File: config.mk
export PLATFORM = sky130hd
export DESIGN_NAME = CommandQueue
export DESIGN_NICKNAME = d
export VERILOG_FILES = /design/src/rtl/IntegrityPkg.sv /design/src/rtl/CommandQueue.sv
export SDC_FILE = /design/constraint.sdc
export NUM_CORES = 1
export LEC_CHECK = 0
export ABC_AREA = 1
export CORE_AREA = 2 2 151 153
export DETAILED_ROUTE_END_ITERATION = 16
export DIE_AREA = 0 0 153 155
export DONT_BUFFER_PORTS = 1
export GPL_ROUTABILITY_DRIVEN = 1
export SYNTH_ARGS = -nofsm -noshare
export SYNTH_HDL_FRONTEND = slang
export SYNTH_SLANG_ARGS = --single-unit
File: constraint.sdc
create_clock -name Clock -period 6.95 [get_ports Clock]
set_clock_uncertainty 0.1 [all_clocks]
set_input_delay 1.39 -clock Clock [delete_from_list [all_inputs] [get_ports Clock]]
set_output_delay 1.39 -clock Clock [all_outputs]
set_load 0.01 [all_outputs]
File: src/rtl/IntegrityPkg.sv
// Integrity stage shared definitions
// Widths, chunk counts, MAC constants, command and state types

package IntegrityPkg;

	// ----------------------------------------
	// Widths
	// ----------------------------------------

	// Frontend and backend data beat
	localparam int DataWidth = 64;
	// Physical address (ORAMU)
	localparam int AddrWidth = 32;
	// Leaf label (ORAML)
	localparam int LeafWidth = 16;
	// Block counter (AESEntropy)
	localparam int CounterWidth = 64;

	// ----------------------------------------
	// Chunk counts
	// ----------------------------------------

	localparam int BlockChunks = 8;
	localparam int HeaderChunks = 2;
	localparam int MacChunks = 1;
	// Wide enough for every absorbed chunk of one store
	localparam int ChunkCountWidth = $clog2(HeaderChunks + BlockChunks + 1);

	// ----------------------------------------
	// MAC constants
	// ----------------------------------------

	// Initial digest, doubles as the key
	localparam logic [DataWidth-1:0] MacKey = 64'h5e7a_2a9d_4335_745b;
	// Odd, so the multiply is invertible mod 2^64
	localparam logic [DataWidth-1:0] MacMultiplier = 64'h9e37_79b9_7f4a_7c15;
	localparam int MacRotate = 13;

	// ----------------------------------------
	// Types
	// ----------------------------------------

	// Update and Append are the store commands
	typedef enum logic [1:0] {
		BeUpdate = 2'd0,
		BeAppend = 2'd1,
		BeRead = 2'd2,
		BeReadRemove = 2'd3
	} BackendCommand;

	// Store path sequencing
	typedef enum logic [2:0] {
		StIdle,
		StIssue,
		StHeader,
		StPayload,
		StFinish,
		StMac
	} VerifierState;

	// Full frontend command, 194 bits
	typedef struct packed {
		BackendCommand command;
		logic [AddrWidth-1:0] pAddr;
		logic [LeafWidth-1:0] currentLeaf;
		logic [LeafWidth-1:0] remappedLeaf;
		logic [CounterWidth-1:0] currentCounter;
		logic [CounterWidth-1:0] remappedCounter;
	} CommandEntry;

	// Request seen by the backend, 66 bits
	typedef struct packed {
		BackendCommand command;
		logic [AddrWidth-1:0] pAddr;
		logic [LeafWidth-1:0] currentLeaf;
		logic [LeafWidth-1:0] remappedLeaf;
	} BackendRequest;

endpackage

File: src/rtl/CommandQueue.sv
// One-entry command register
// Decouples the frontend command handshake from the verifier FSM

`timescale 1ns/1ps

module CommandQueue
	import IntegrityPkg::*;
(
	input logic Clock,
	input logic reset,
	input CommandEntry inEntry,
	input logic inValid,
	output logic inReady,
	output CommandEntry outEntry,
	output logic outValid,
	input logic outReady
);

	// Occupancy of the single slot
	logic full;
	CommandEntry entry;

	// ----------------------------------------
	// Handshakes
	// ----------------------------------------

	// Only accept into an empty slot
	assign inReady = !full;
	assign outValid = full;
	assign outEntry = entry;

	// Fill on input transfer, drain on output transfer
	always_ff @(posedge Clock) begin
		if (reset) begin
			full <= 1'b0;
		end else if (inValid && inReady) begin
			full <= 1'b1;
		end else if (outValid && outReady) begin
			full <= 1'b0;
		end
	end

	// Payload, captured only when empty
	always_ff @(posedge Clock) begin
		if (inValid && inReady) begin
			entry <= inEntry;
		end
	end

	// ----------------------------------------
	// Checks
	// ----------------------------------------

	// Offered entry holds steady under back-pressure
	assert property (@(posedge Clock) disable iff (reset)
		(outValid && !outReady) |=> (outValid && $stable(outEntry)));

endmodule

## After elaboration in Yosys (flattened, before gate mapping)

Index checks and enable logic that the tools add are counted.

| word-level totals | value |
|---|---|
| RAM bits | 0 |
| input port bits | 198 |
| memories | 0 |
| memory bits (read-only) | 0 |
| bits in registers | 195 |
| bits in latches | 0 |

| operators by class | value |
|---|---|
| div/mod/pow operators | 0 |
| magnitude comparators | 0 |
| equal/unequal tests | 0 |
| $add $sub $neg | 0 |
| bitwise logic cells | 0 |
| muxes and demuxes | 2 |
| reduce and logical (&&, ||, !) cells | 4 |
| $mul | 0 |
| shifts and indexed selects | 0 |

Operator list:

| kind | count |
|---|---|
| $logic_and 1x1->1 | 2 |
| $mux 1 | 2 |
| $reduce_bool 2->1 | 1 |
| $logic_not 1->1 | 1 |

## Depth between registers and ports, before layout

| logic depth | value |
|---|---|
| word-level depth | 3 |
| gate-level depth with buffers | 3 |

## Worst setup path before layout

OpenSTA, ideal clock, no wires.

| path | value |
|---|---|
| path kind | in2reg |
| from | in inValid |
| to | reg entry (netlist bit outEntry[0]) (enable) |
| stages on the path | 2 |
| path buffers | 0 |
| setup slack | 1114 ps |
| arrival | 5190 ps |
| path through | nand2_2 > inv_1 |

| on the way | value |
|---|---|
| cells in the longest elaborated chain, start to end | 1 |

Ends and longest elaborated chain:

| element | RTL line | text |
|---|---|---|
| start: declaration | CommandQueue.sv:12 | `input logic inValid,` |
| $logic_and 1x1->1 | CommandQueue.sv:45 | `if (inValid && inReady) begin` |
| end signal: assignment | CommandQueue.sv:46 | `entry <= inEntry;` |
| end: declaration | CommandQueue.sv:21 | `CommandEntry entry;` |

No other way between the ends.
A chain may end at the register's enable or synchronous reset.

## Worst setup path in the final report

| path | value |
|---|---|
| from | in inValid |
| to | reg entry (netlist bit outEntry[69]) (enable) |

Same word-level chain as after synthesis.

==> results.toml <==
[outcome]
status = "finished clean"

[floorplan]
ios = 394
start_util_pct = 26.43
die_area_mm2 = 0.02372
core_region_area_mm2 = 0.02223
core.rowCount = 55
die_width_um = 153
die_height_um = 155

[global_route]
grt_pass1_vias = 2240
grt_pass1_wl_um = 18000
grt_max_degree = 130
grtUsageTotal_pct = 10.99
antenna_found_initial = 7
grt_overflow_total = 0

[logic_synthesis]
yosys_warnings = 0
synth_seq_cells = 195
netlist_area_mm2 = 0.005876
ys_seq_area_share_pct = 99.49
synth_nets = 399
syn_avg_cell_area_um2 = 29.23
synthCells = 201
yosysUniqueCellTypes = 7

[clocking]
clkLatencyLatePin_ps = 410
cts_num_sinks = 195
cts_max_level = 4
cts_root_buffer = "clkbuf_16"
cts_tree = "yes"
clk_pin_slew_ps = 70
cts_resized = 0
postCtsSetupBuffers = 0
cts_buffer_depth = 2
ctsHoldBuffers = 0
cts_buffers = 17

[worst_setup_path]
crit_slowest_cell = "buf_4"
end_kind = "register"
cp_num_cells = 3
rrSetupSlack_ps = 4440
critPathRequiredTime_ps = 6900
reg2reg_depth = 4
path_cells = "nand2_2 > inv_8 > buf_4"
crit_buf_inv = 2
crit_family = "buffers and inverters"
critPathMaxFanout = 129
rr_startpoint = "outValid"
cp.arrival_ps = 2880
start_kind = "input port"
cpPeakStageDelay_ps = 780
r2r-end = "outEntry[69]"
path_class = "input port to register"

[worst_hold_path]
min-delay-start = "outValid"
holdPathEnd = "outValid"
holdPathStages = 2
hp-class = "register to register"

[flow_run]
drv_cap = 0

[detailed_routing]
ant_nets = 0
dr.pass1.iters = 4
wirelength_um = 13550
vias = 2164
wl_per_cell_um = 26.11
drc = 0
drt_iter0_markers = 126
via_per_inst = 4.170

[final_layout]
final_area_mm2 = 0.006833
syn2layout_area_growth_pct = 16.29
nets = 419
drive_gt1_share_pct = 14.66

[sta]
rsz0062_at_grt = "false"
max_freq_mhz = 341.2
period_minus_slack_ps = 2931
slew_headroom_pct = 42.96
period_share_pct = 42.17
fin_tns_setup_ps = 0
setup_viol = 0
drv_slew = 0
tightest_slew_ps = 855.5
hold_violations = 0

[placed_design]
port_buffers = 0
routabilityCongestion = 0.7154
dpl_cell_area_mm2 = 0.006247

[power]
leakage_nw = 2.165
ir_drop_v = 0.0001310
p_per_area_mw_per_mm2 = 360.3
power_w = 0.002462
cells in the final DEF, fill, tap and decap left out, drive strengths merged:
master    synthesis  layout
a21oi             1       1
buf               0       1
bufinv            0       2
clkbuf            0      18
clkinvlp          0       5
dfxtp             1       1
diode             0       2
edfxtp          194     194
inv               3       8
nand2             2       2
layout make-up:
cell class                      instances  area, um^2
Fill cell                            2115       15390
Sequential cell                       195        5846
Clock buffer                           18       429.2
Tap cell                              285       356.6
Clock inverter                         12       151.4
Multi-Input combinational cell          3       18.77
Inverter                                3       18.77
Timing Repair Buffer                    1       7.507
Antenna cell                            2       5.005
where the power goes:
part	internal (W)	switching, W	leakage, nW
logic	0.00000146	0.0000314	0.0251
registers	0.00139	0.0000697	1.87
clock network	0.000537	0.000436	0.268
total	0.00193	0.000537	2.17
logic make-up after synthesis:
kind of cell | Yosys count | share of synthesized area, %
compound gates | 1 | 0.1491
buf+inv | 3 | 0.1916
flops | 195 | 99.49
simple gates | 2 | 0.1704
synth_stat cells, drive strengths merged:
cell,instances,share of area (%)
dfxtp,1,0.34
edfxtp,194,99
a21oi,1,0.15
nand2,2,0.17
inv,3,0.19
state kept, by name (all words and copies together) (netlist names):
register,cells
outEntry,194
outValid,1
routing by layer:
metal / track usage [%] / vias to the layer above / wire [um]
li1: - / 851 / -
met1: 10.76 / 1077 / 4684
met2: 17.77 / 207 / 6860
met3: 8.162 / 19 / 1752
met4: 4.365 / 10 / 175
met5: 0 / - / 77
stage by stage:
stage               utilization (%)  instances  hold slack [ps]  setup slack (ps)
finish                        30.74        519            478.0              4019
CTS                           30.72        517            497.0              3975
global placement              28.11        487            482.2              3634
floorplan                         -        201            416.3              1114
global route                  30.72        517            523.4              3855
detailed placement            28.11        487            485.8              3519
worst min-delay path: cells and delay by family, from the launching register on:
kind	cells	cell delay, ps
compound gates	1	50
simple gates	1	110
flops	1	380
worst max path at each step:
stage / start / slack [ps] / end
4_1_cts: inValid / 3970 / outEntry[160]
5_1_grt: inValid / 3850 / outEntry[69]
3_3_place_gp: inValid / 3630 / outEntry[84]
2_1_floorplan: inValid / 1110 / outEntry[0]
3_5_place_dp: inValid / 3520 / outEntry[112]
6_report: inValid / 4020 / outEntry[69]
Note: power is estimated with default switching activity, not from simulation.
