--- src/rtl/IntegrityPkg.sv ---
// Integrity stage shared definitions
// Widths, chunk counts, MAC constants, command and state types

package IntegrityPkg;

	// ----------------------------------------
	// Widths
	// ----------------------------------------

	// Frontend and backend data beat
	localparam int DataWidth = 64;
	// Physical address (ORAMU)
	localparam int AddrWidth = 32;
	// Leaf label (ORAML)
	localparam int LeafWidth = 16;
	// Block counter (AESEntropy)
	localparam int CounterWidth = 64;

	// ----------------------------------------
	// Chunk counts
	// ----------------------------------------

	localparam int BlockChunks = 8;
	localparam int HeaderChunks = 2;
	localparam int MacChunks = 1;
	// Wide enough for every absorbed chunk of one store
	localparam int ChunkCountWidth = $clog2(HeaderChunks + BlockChunks + 1);

	// ----------------------------------------
	// MAC constants
	// ----------------------------------------

	// Initial digest, doubles as the key
	localparam logic [DataWidth-1:0] MacKey = 64'h5e7a_2a9d_4335_745b;
	// Odd, so the multiply is invertible mod 2^64
	localparam logic [DataWidth-1:0] MacMultiplier = 64'h9e37_79b9_7f4a_7c15;
	localparam int MacRotate = 13;

	// ----------------------------------------
	// Types
	// ----------------------------------------

	// Update and Append are the store commands
	typedef enum logic [1:0] {
		BeUpdate = 2'd0,
		BeAppend = 2'd1,
		BeRead = 2'd2,
		BeReadRemove = 2'd3
	} BackendCommand;

	// Store path sequencing
	typedef enum logic [2:0] {
		StIdle,
		StIssue,
		StHeader,
		StPayload,
		StFinish,
		StMac
	} VerifierState;

	// Full frontend command, 194 bits
	typedef struct packed {
		BackendCommand command;
		logic [AddrWidth-1:0] pAddr;
		logic [LeafWidth-1:0] currentLeaf;
		logic [LeafWidth-1:0] remappedLeaf;
		logic [CounterWidth-1:0] currentCounter;
		logic [CounterWidth-1:0] remappedCounter;
	} CommandEntry;

	// Request seen by the backend, 66 bits
	typedef struct packed {
		BackendCommand command;
		logic [AddrWidth-1:0] pAddr;
		logic [LeafWidth-1:0] currentLeaf;
		logic [LeafWidth-1:0] remappedLeaf;
	} BackendRequest;

endpackage

--- src/rtl/ChunkCounter.sv ---
// Beat counter with a threshold
// Terminal flags the last beat of a phase, count wraps on it

`timescale 1ns/1ps

module ChunkCounter
	import IntegrityPkg::*;
#(
	parameter int Threshold = 1
) (
	input logic Clock,
	input logic reset,
	input logic enable,
	output logic [ChunkCountWidth-1:0] count,
	output logic terminal
);

	// Last beat of the phase
	assign terminal = enable && (count == ChunkCountWidth'(Threshold - 1));

	always_ff @(posedge Clock) begin
		if (reset) begin
			count <= '0;
		end else if (terminal) begin
			// Wrap, ready for the next store
			count <= '0;
		end else if (enable) begin
			count <= count + 1'b1;
		end
	end

	// Wrap keeps count below the threshold
	assert property (@(posedge Clock) disable iff (reset)
		count < ChunkCountWidth'(Threshold));

endmodule

--- config.mk ---
export PLATFORM = sky130hd
export DESIGN_NAME = ChunkCounter
export DESIGN_NICKNAME = d
export VERILOG_FILES = /design/src/rtl/IntegrityPkg.sv /design/src/rtl/ChunkCounter.sv
export SDC_FILE = /design/constraint.sdc
export NUM_CORES = 1
export LEC_CHECK = 0
export ABC_AREA = 1
export BUFFER_PORTS_ARGS = -buffer_cell sky130_fd_sc_hd__buf_2
export CAP_MARGIN = 15
export CORE_AREA = 2 2 39 41
export DETAILED_ROUTE_END_ITERATION = 12
export DIE_AREA = 0 0 41 43
export GPL_TIMING_DRIVEN = 0
export PLACE_DENSITY = 0.38
export SLEW_MARGIN = 20
export SYNTH_ARGS = -nofsm -noshare
export SYNTH_HDL_FRONTEND = slang
export SYNTH_SLANG_ARGS = --single-unit
--- constraint.sdc ---
create_clock -name Clock -period 0.93 [get_ports Clock]
set_input_delay 0.0465 -clock Clock [delete_from_list [all_inputs] [get_ports Clock]]
set_output_delay 0.0465 -clock Clock [all_outputs]
set_load 0.05 [all_outputs]
### Yosys cells after proc, flatten, opt, wreduce, memory -nomap -nowiden

Index checks and enable logic that the tools add are counted.
W data, S select, Z words.

* bits in registers: 4
* bits of input ports: 3
* word-level logic and storage cells: 5

* $add $sub $neg: 1
* reduce and logical (&&, ||, !) cells: 3

Operator list (count)
* $add A4 B1 Y4 const B: 1
* $logic_not A4 Y1: 1
* $reduce_or A2 Y1: 1
* $logic_and A1 B1 Y1: 1

### Depth between registers and ports, before layout

* word-level depth: 3
* mapped depth: 5
* depth with buffers taken out: 5

### Least setup slack after synthesis

Ideal clock, no wire load.

* path type: register to register
* start: register count[0]
* end: register count[1]
* setup time: 116 ps
* data arrival time: 1255 ps
* path slack: -441 ps
* stages on the path, launching flop included: 5
* path buffers: 0
* cell sequence: dfxtp_1 -> inv_1 -> ha_1 -> a21oi_1 -> nor2_1

* cells in the longest elaborated chain, start to end: 3
* elaborated cells between the ends (all ways): 4
* those cells by class: 1 x add/sub; 3 x reduce/logical

Ends and longest elaborated chain
* start: declaration: RTL line ChunkCounter.sv:14 `output logic [ChunkCountWidth-1:0] count,`
* start signal: assignment: RTL line ChunkCounter.sv:28 `count <= count + 1'b1;`
* branches (longest 3 deep; another with $add A4 B1 Y4)

Parallel ways; which one is timed is not known.
A chain may end at the register's enable or synchronous reset.

### Worst setup path after layout

* start: register count[0]
* end: output terminal

* cells in the longest elaborated chain, start to end: 2

Ends and longest elaborated chain
* $logic_not A4 Y1: RTL line ChunkCounter.sv:19 `assign terminal = enable && (count == ChunkCountWidth'(Threshold - 1));`
* $logic_and A1 B1 Y1: RTL line ChunkCounter.sv:19
* end: declaration: RTL line ChunkCounter.sv:15 `output logic terminal`

Every way passes these cells.

==> results_dict.tcl <==
set metrics [dict create \
    cp_cell_sequence "inv_4 > ha_4 > nand4_1 > inv_2 > buf_8" \
    synth_top_family_by_area "simple AND/OR/NAND/NOR gates" \
    worstPathMaxFanout 2 \
    insertion_delay_ps 240 \
    antenna_left 0 \
    path_buf_inv 3 \
    ys_top_cells_by_area "dfxtp_1 (37%), inv_1 (12%), ha_1 (12%)" \
    drive_above_1_share_pct 57.8 \
    cp.depth 5 \
    cts_root_buf "clkbuf_4" \
    synth_nets 35 \
    core_um2 1380 \
    rr_worst_depth 6 \
    violations "setup timing" \
    largestRegisters "count: 4 flops" \
    largest_register "count" \
    yosys.area.top_type "dfxtp_1" \
    drv_cap 0 \
    diodes 0 \
    routed_wl_um 507 \
    hold_ws_ps 90.8 \
    fp.dieH_um 43 \
    place_area_um2 285 \
    hold_violations 0 \
    fp.dieArea_um2 1760 \
    p_leak_nw 0.168 \
    r2r-start "count[0]$_SDFFE_PP0P_" \
    initial_core_util_pct 15.6 \
    synthXorXnorAreaFrac_pct 8.14 \
    synth_compound_area_share_pct 4.65 \
    drv_slew 0 \
    r2r-end "count[2]$_SDFFE_PP0P_" \
    antenna_found_initial 0 \
    crit_arrival_ps 1070 \
    synthCells 30 \
    fp.dieW_um 41 \
    cts_buffers 3 \
    htreeDepth 1 \
    grt_setup_unrepaired "true" \
    largest_register_ffs 4 \
    peakVddDrop_mv 0.901 \
    dpl.hpwl_um 328 \
    cts.sinks 4 \
    holdCritPathClass "in -> reg" \
    clockBufferDepth 2 \
    cpMaxStageDelayCell "dfxtp_4" \
    ys_ff_latch 4 \
    total_power_mw 0.552 \
    area_growth_pct 81.4 \
    post-place-ws_ps -130 \
    status "finished, violations left" \
    finalInstanceArea_um2 390 \
    avgSynthCellArea_um2 7.17 \
    synthesis.area_um2 215 \
    wl_per_cell_um 8.31 \
    crit_required_ps 880 \
    via_count 233 \
    fin_crit_sh_pct 121 \
    drt_iter0_drc 5 \
    overflow 0 \
    clk_pin_slew_ps 40 \
    timing.setup.tns_ps -555 \
    worst_slack_ps -191 \
    port_buffers 7 \
    cts_tree "built" \
    synthAdderAreaFrac_pct 11.6 \
    yosys.cell_types.count 12 \
    final_cell_mix "inv_1 (4), nor2_1 (4), nand2_1 (4), buf_2 (4), buf_4 (4)" \
    synth-simple-area-share_pct 26.2 \
    ys_seq_area_share_pct 37.2 \
    worstMarginPinSlew_ps 249 \
    skew_ps 1.04 \
    grt.total_usage_pct 7.84 \
    yosysWarnings 0 \
    viasPerCell 3.82 \
    relSlewSlack_pct 83.5 \
    grt_pass1_wl_um 828 \
    hold_path_end "count[3]$_SDFFE_PP0P_" \
    fin_nets 51 \
    slowest_delay_ps 340 \
    num-fill-cells 151 \
    grt_max_degree 7 \
    clock.fmax_mhz 892 \
    startpoint_type "flop" \
    cpLargestDelayFamily "flip-flops" \
    power_per_cell_area_nw_per_um2 1410 \
    hold_depth 4 \
    first_pass_iters 4 \
    io_pins 8 \
    rows 14 \
    reg2reg_slack_ps -150 \
    gp_congestion 0.583 \
    yosys-mux-area-fraction_pct 0 \
    grt_pass1_vias 205 \
    synth.top_cell.area_share_pct 37.2 \
    hp-start "reset" \
    crit_path_end_kind "primary output" \
    worstSetupPathType "reg -> out" \
    final-setup-viol-count 6 \
    finalCriticalPeriod_ps 1120 \
    drc 0 \
]
layout make-up:
cell class              instances  area, um2  share of cell area, %
clock buffers                   4       26.3                   6.73
multi-input cells              19        131                   33.7
flip-flops and latches          4       90.1                   23.1
well taps                      16       20.0                   5.13
inverters                       7       31.3                   8.01
repair buffers                 11       91.3                   23.4
worst reg2reg max path, stage by stage, from the launching register on:
cell and delay, ps:
dfxtp_4 340, buf_4 150, ha_1 190, nand2_1 70, xor2_1 130, inv_1 50
nor2_1 80
per-stage QoR:
| stage | util [%] | cells |
|---|---|---|
| 2_1_floorplan | - | 30 |
| 3_3_place_gp | 20.6 | 53 |
| 3_5_place_dp | 20.6 | 53 |
| 4_1_cts | 27.4 | 61 |
| 5_1_grt | 28.2 | 61 |
| 6_report | 28.2 | 61 |
what timing repair did:
| action | CTS | global route |
|---|---|---|
| buffers inserted | 4 | 0 |
| gates resized for setup | 9 | 4 |
| hold buffers | 0 | 0 |
| endpoints found under the setup margin | 5 | 6 |
| endpoints found under the hold margin | 0 | 0 |
| pin swaps | 6 | 0 |
cell usage after synthesis:
library cell	count
nand2_1	5
a21oi_1	1
nor2_2	1
nor2_1	5
o21ai_1	1
dfxtp_1	4
nand4_1	1
nand2_2	1
xor2_1	1
inv_1	7
ha_1	2
xnor2_1	1
metal layers:
metal  up-vias  GRT usage [%]  part of all wire, %
li1        118              -                    -
met1       105           8.71                   37
met2         8           9.38                   52
met3         2           6.28                  8.7
met4         0           6.00                  1.8
met5         -              0                    0
worst max-delay path by stage:
stage,startpoint,endpoint,slack [ps]
floorplan,count[1]$_SDFFE_PP0P_,count[1]$_SDFFE_PP0P_,-90
global placement,count[1]$_SDFFE_PP0P_,terminal,-130
detailed placement,count[1]$_SDFFE_PP0P_,terminal,-130
CTS,count[0]$_SDFFE_PP0P_,terminal,-230
global route,count[0]$_SDFFE_PP0P_,terminal,-250
finish,count[0]$_SDFFE_PP0P_,terminal,-190
logic make-up after synthesis:
family	count (synthesis)
buf+inv	7
fa+ha+maj	2
compound gates	2
xor+xnor	2
flops	4
simple gates	13
where the power goes:
group          total (mW)  switching, mW  internal (mW)
clock               0.242         0.0802          0.162
combinational       0.130         0.0738         0.0557
sequential          0.180        0.00537          0.175
total               0.552          0.159          0.392
No activity file was read; power rests on OpenSTA's default activity.
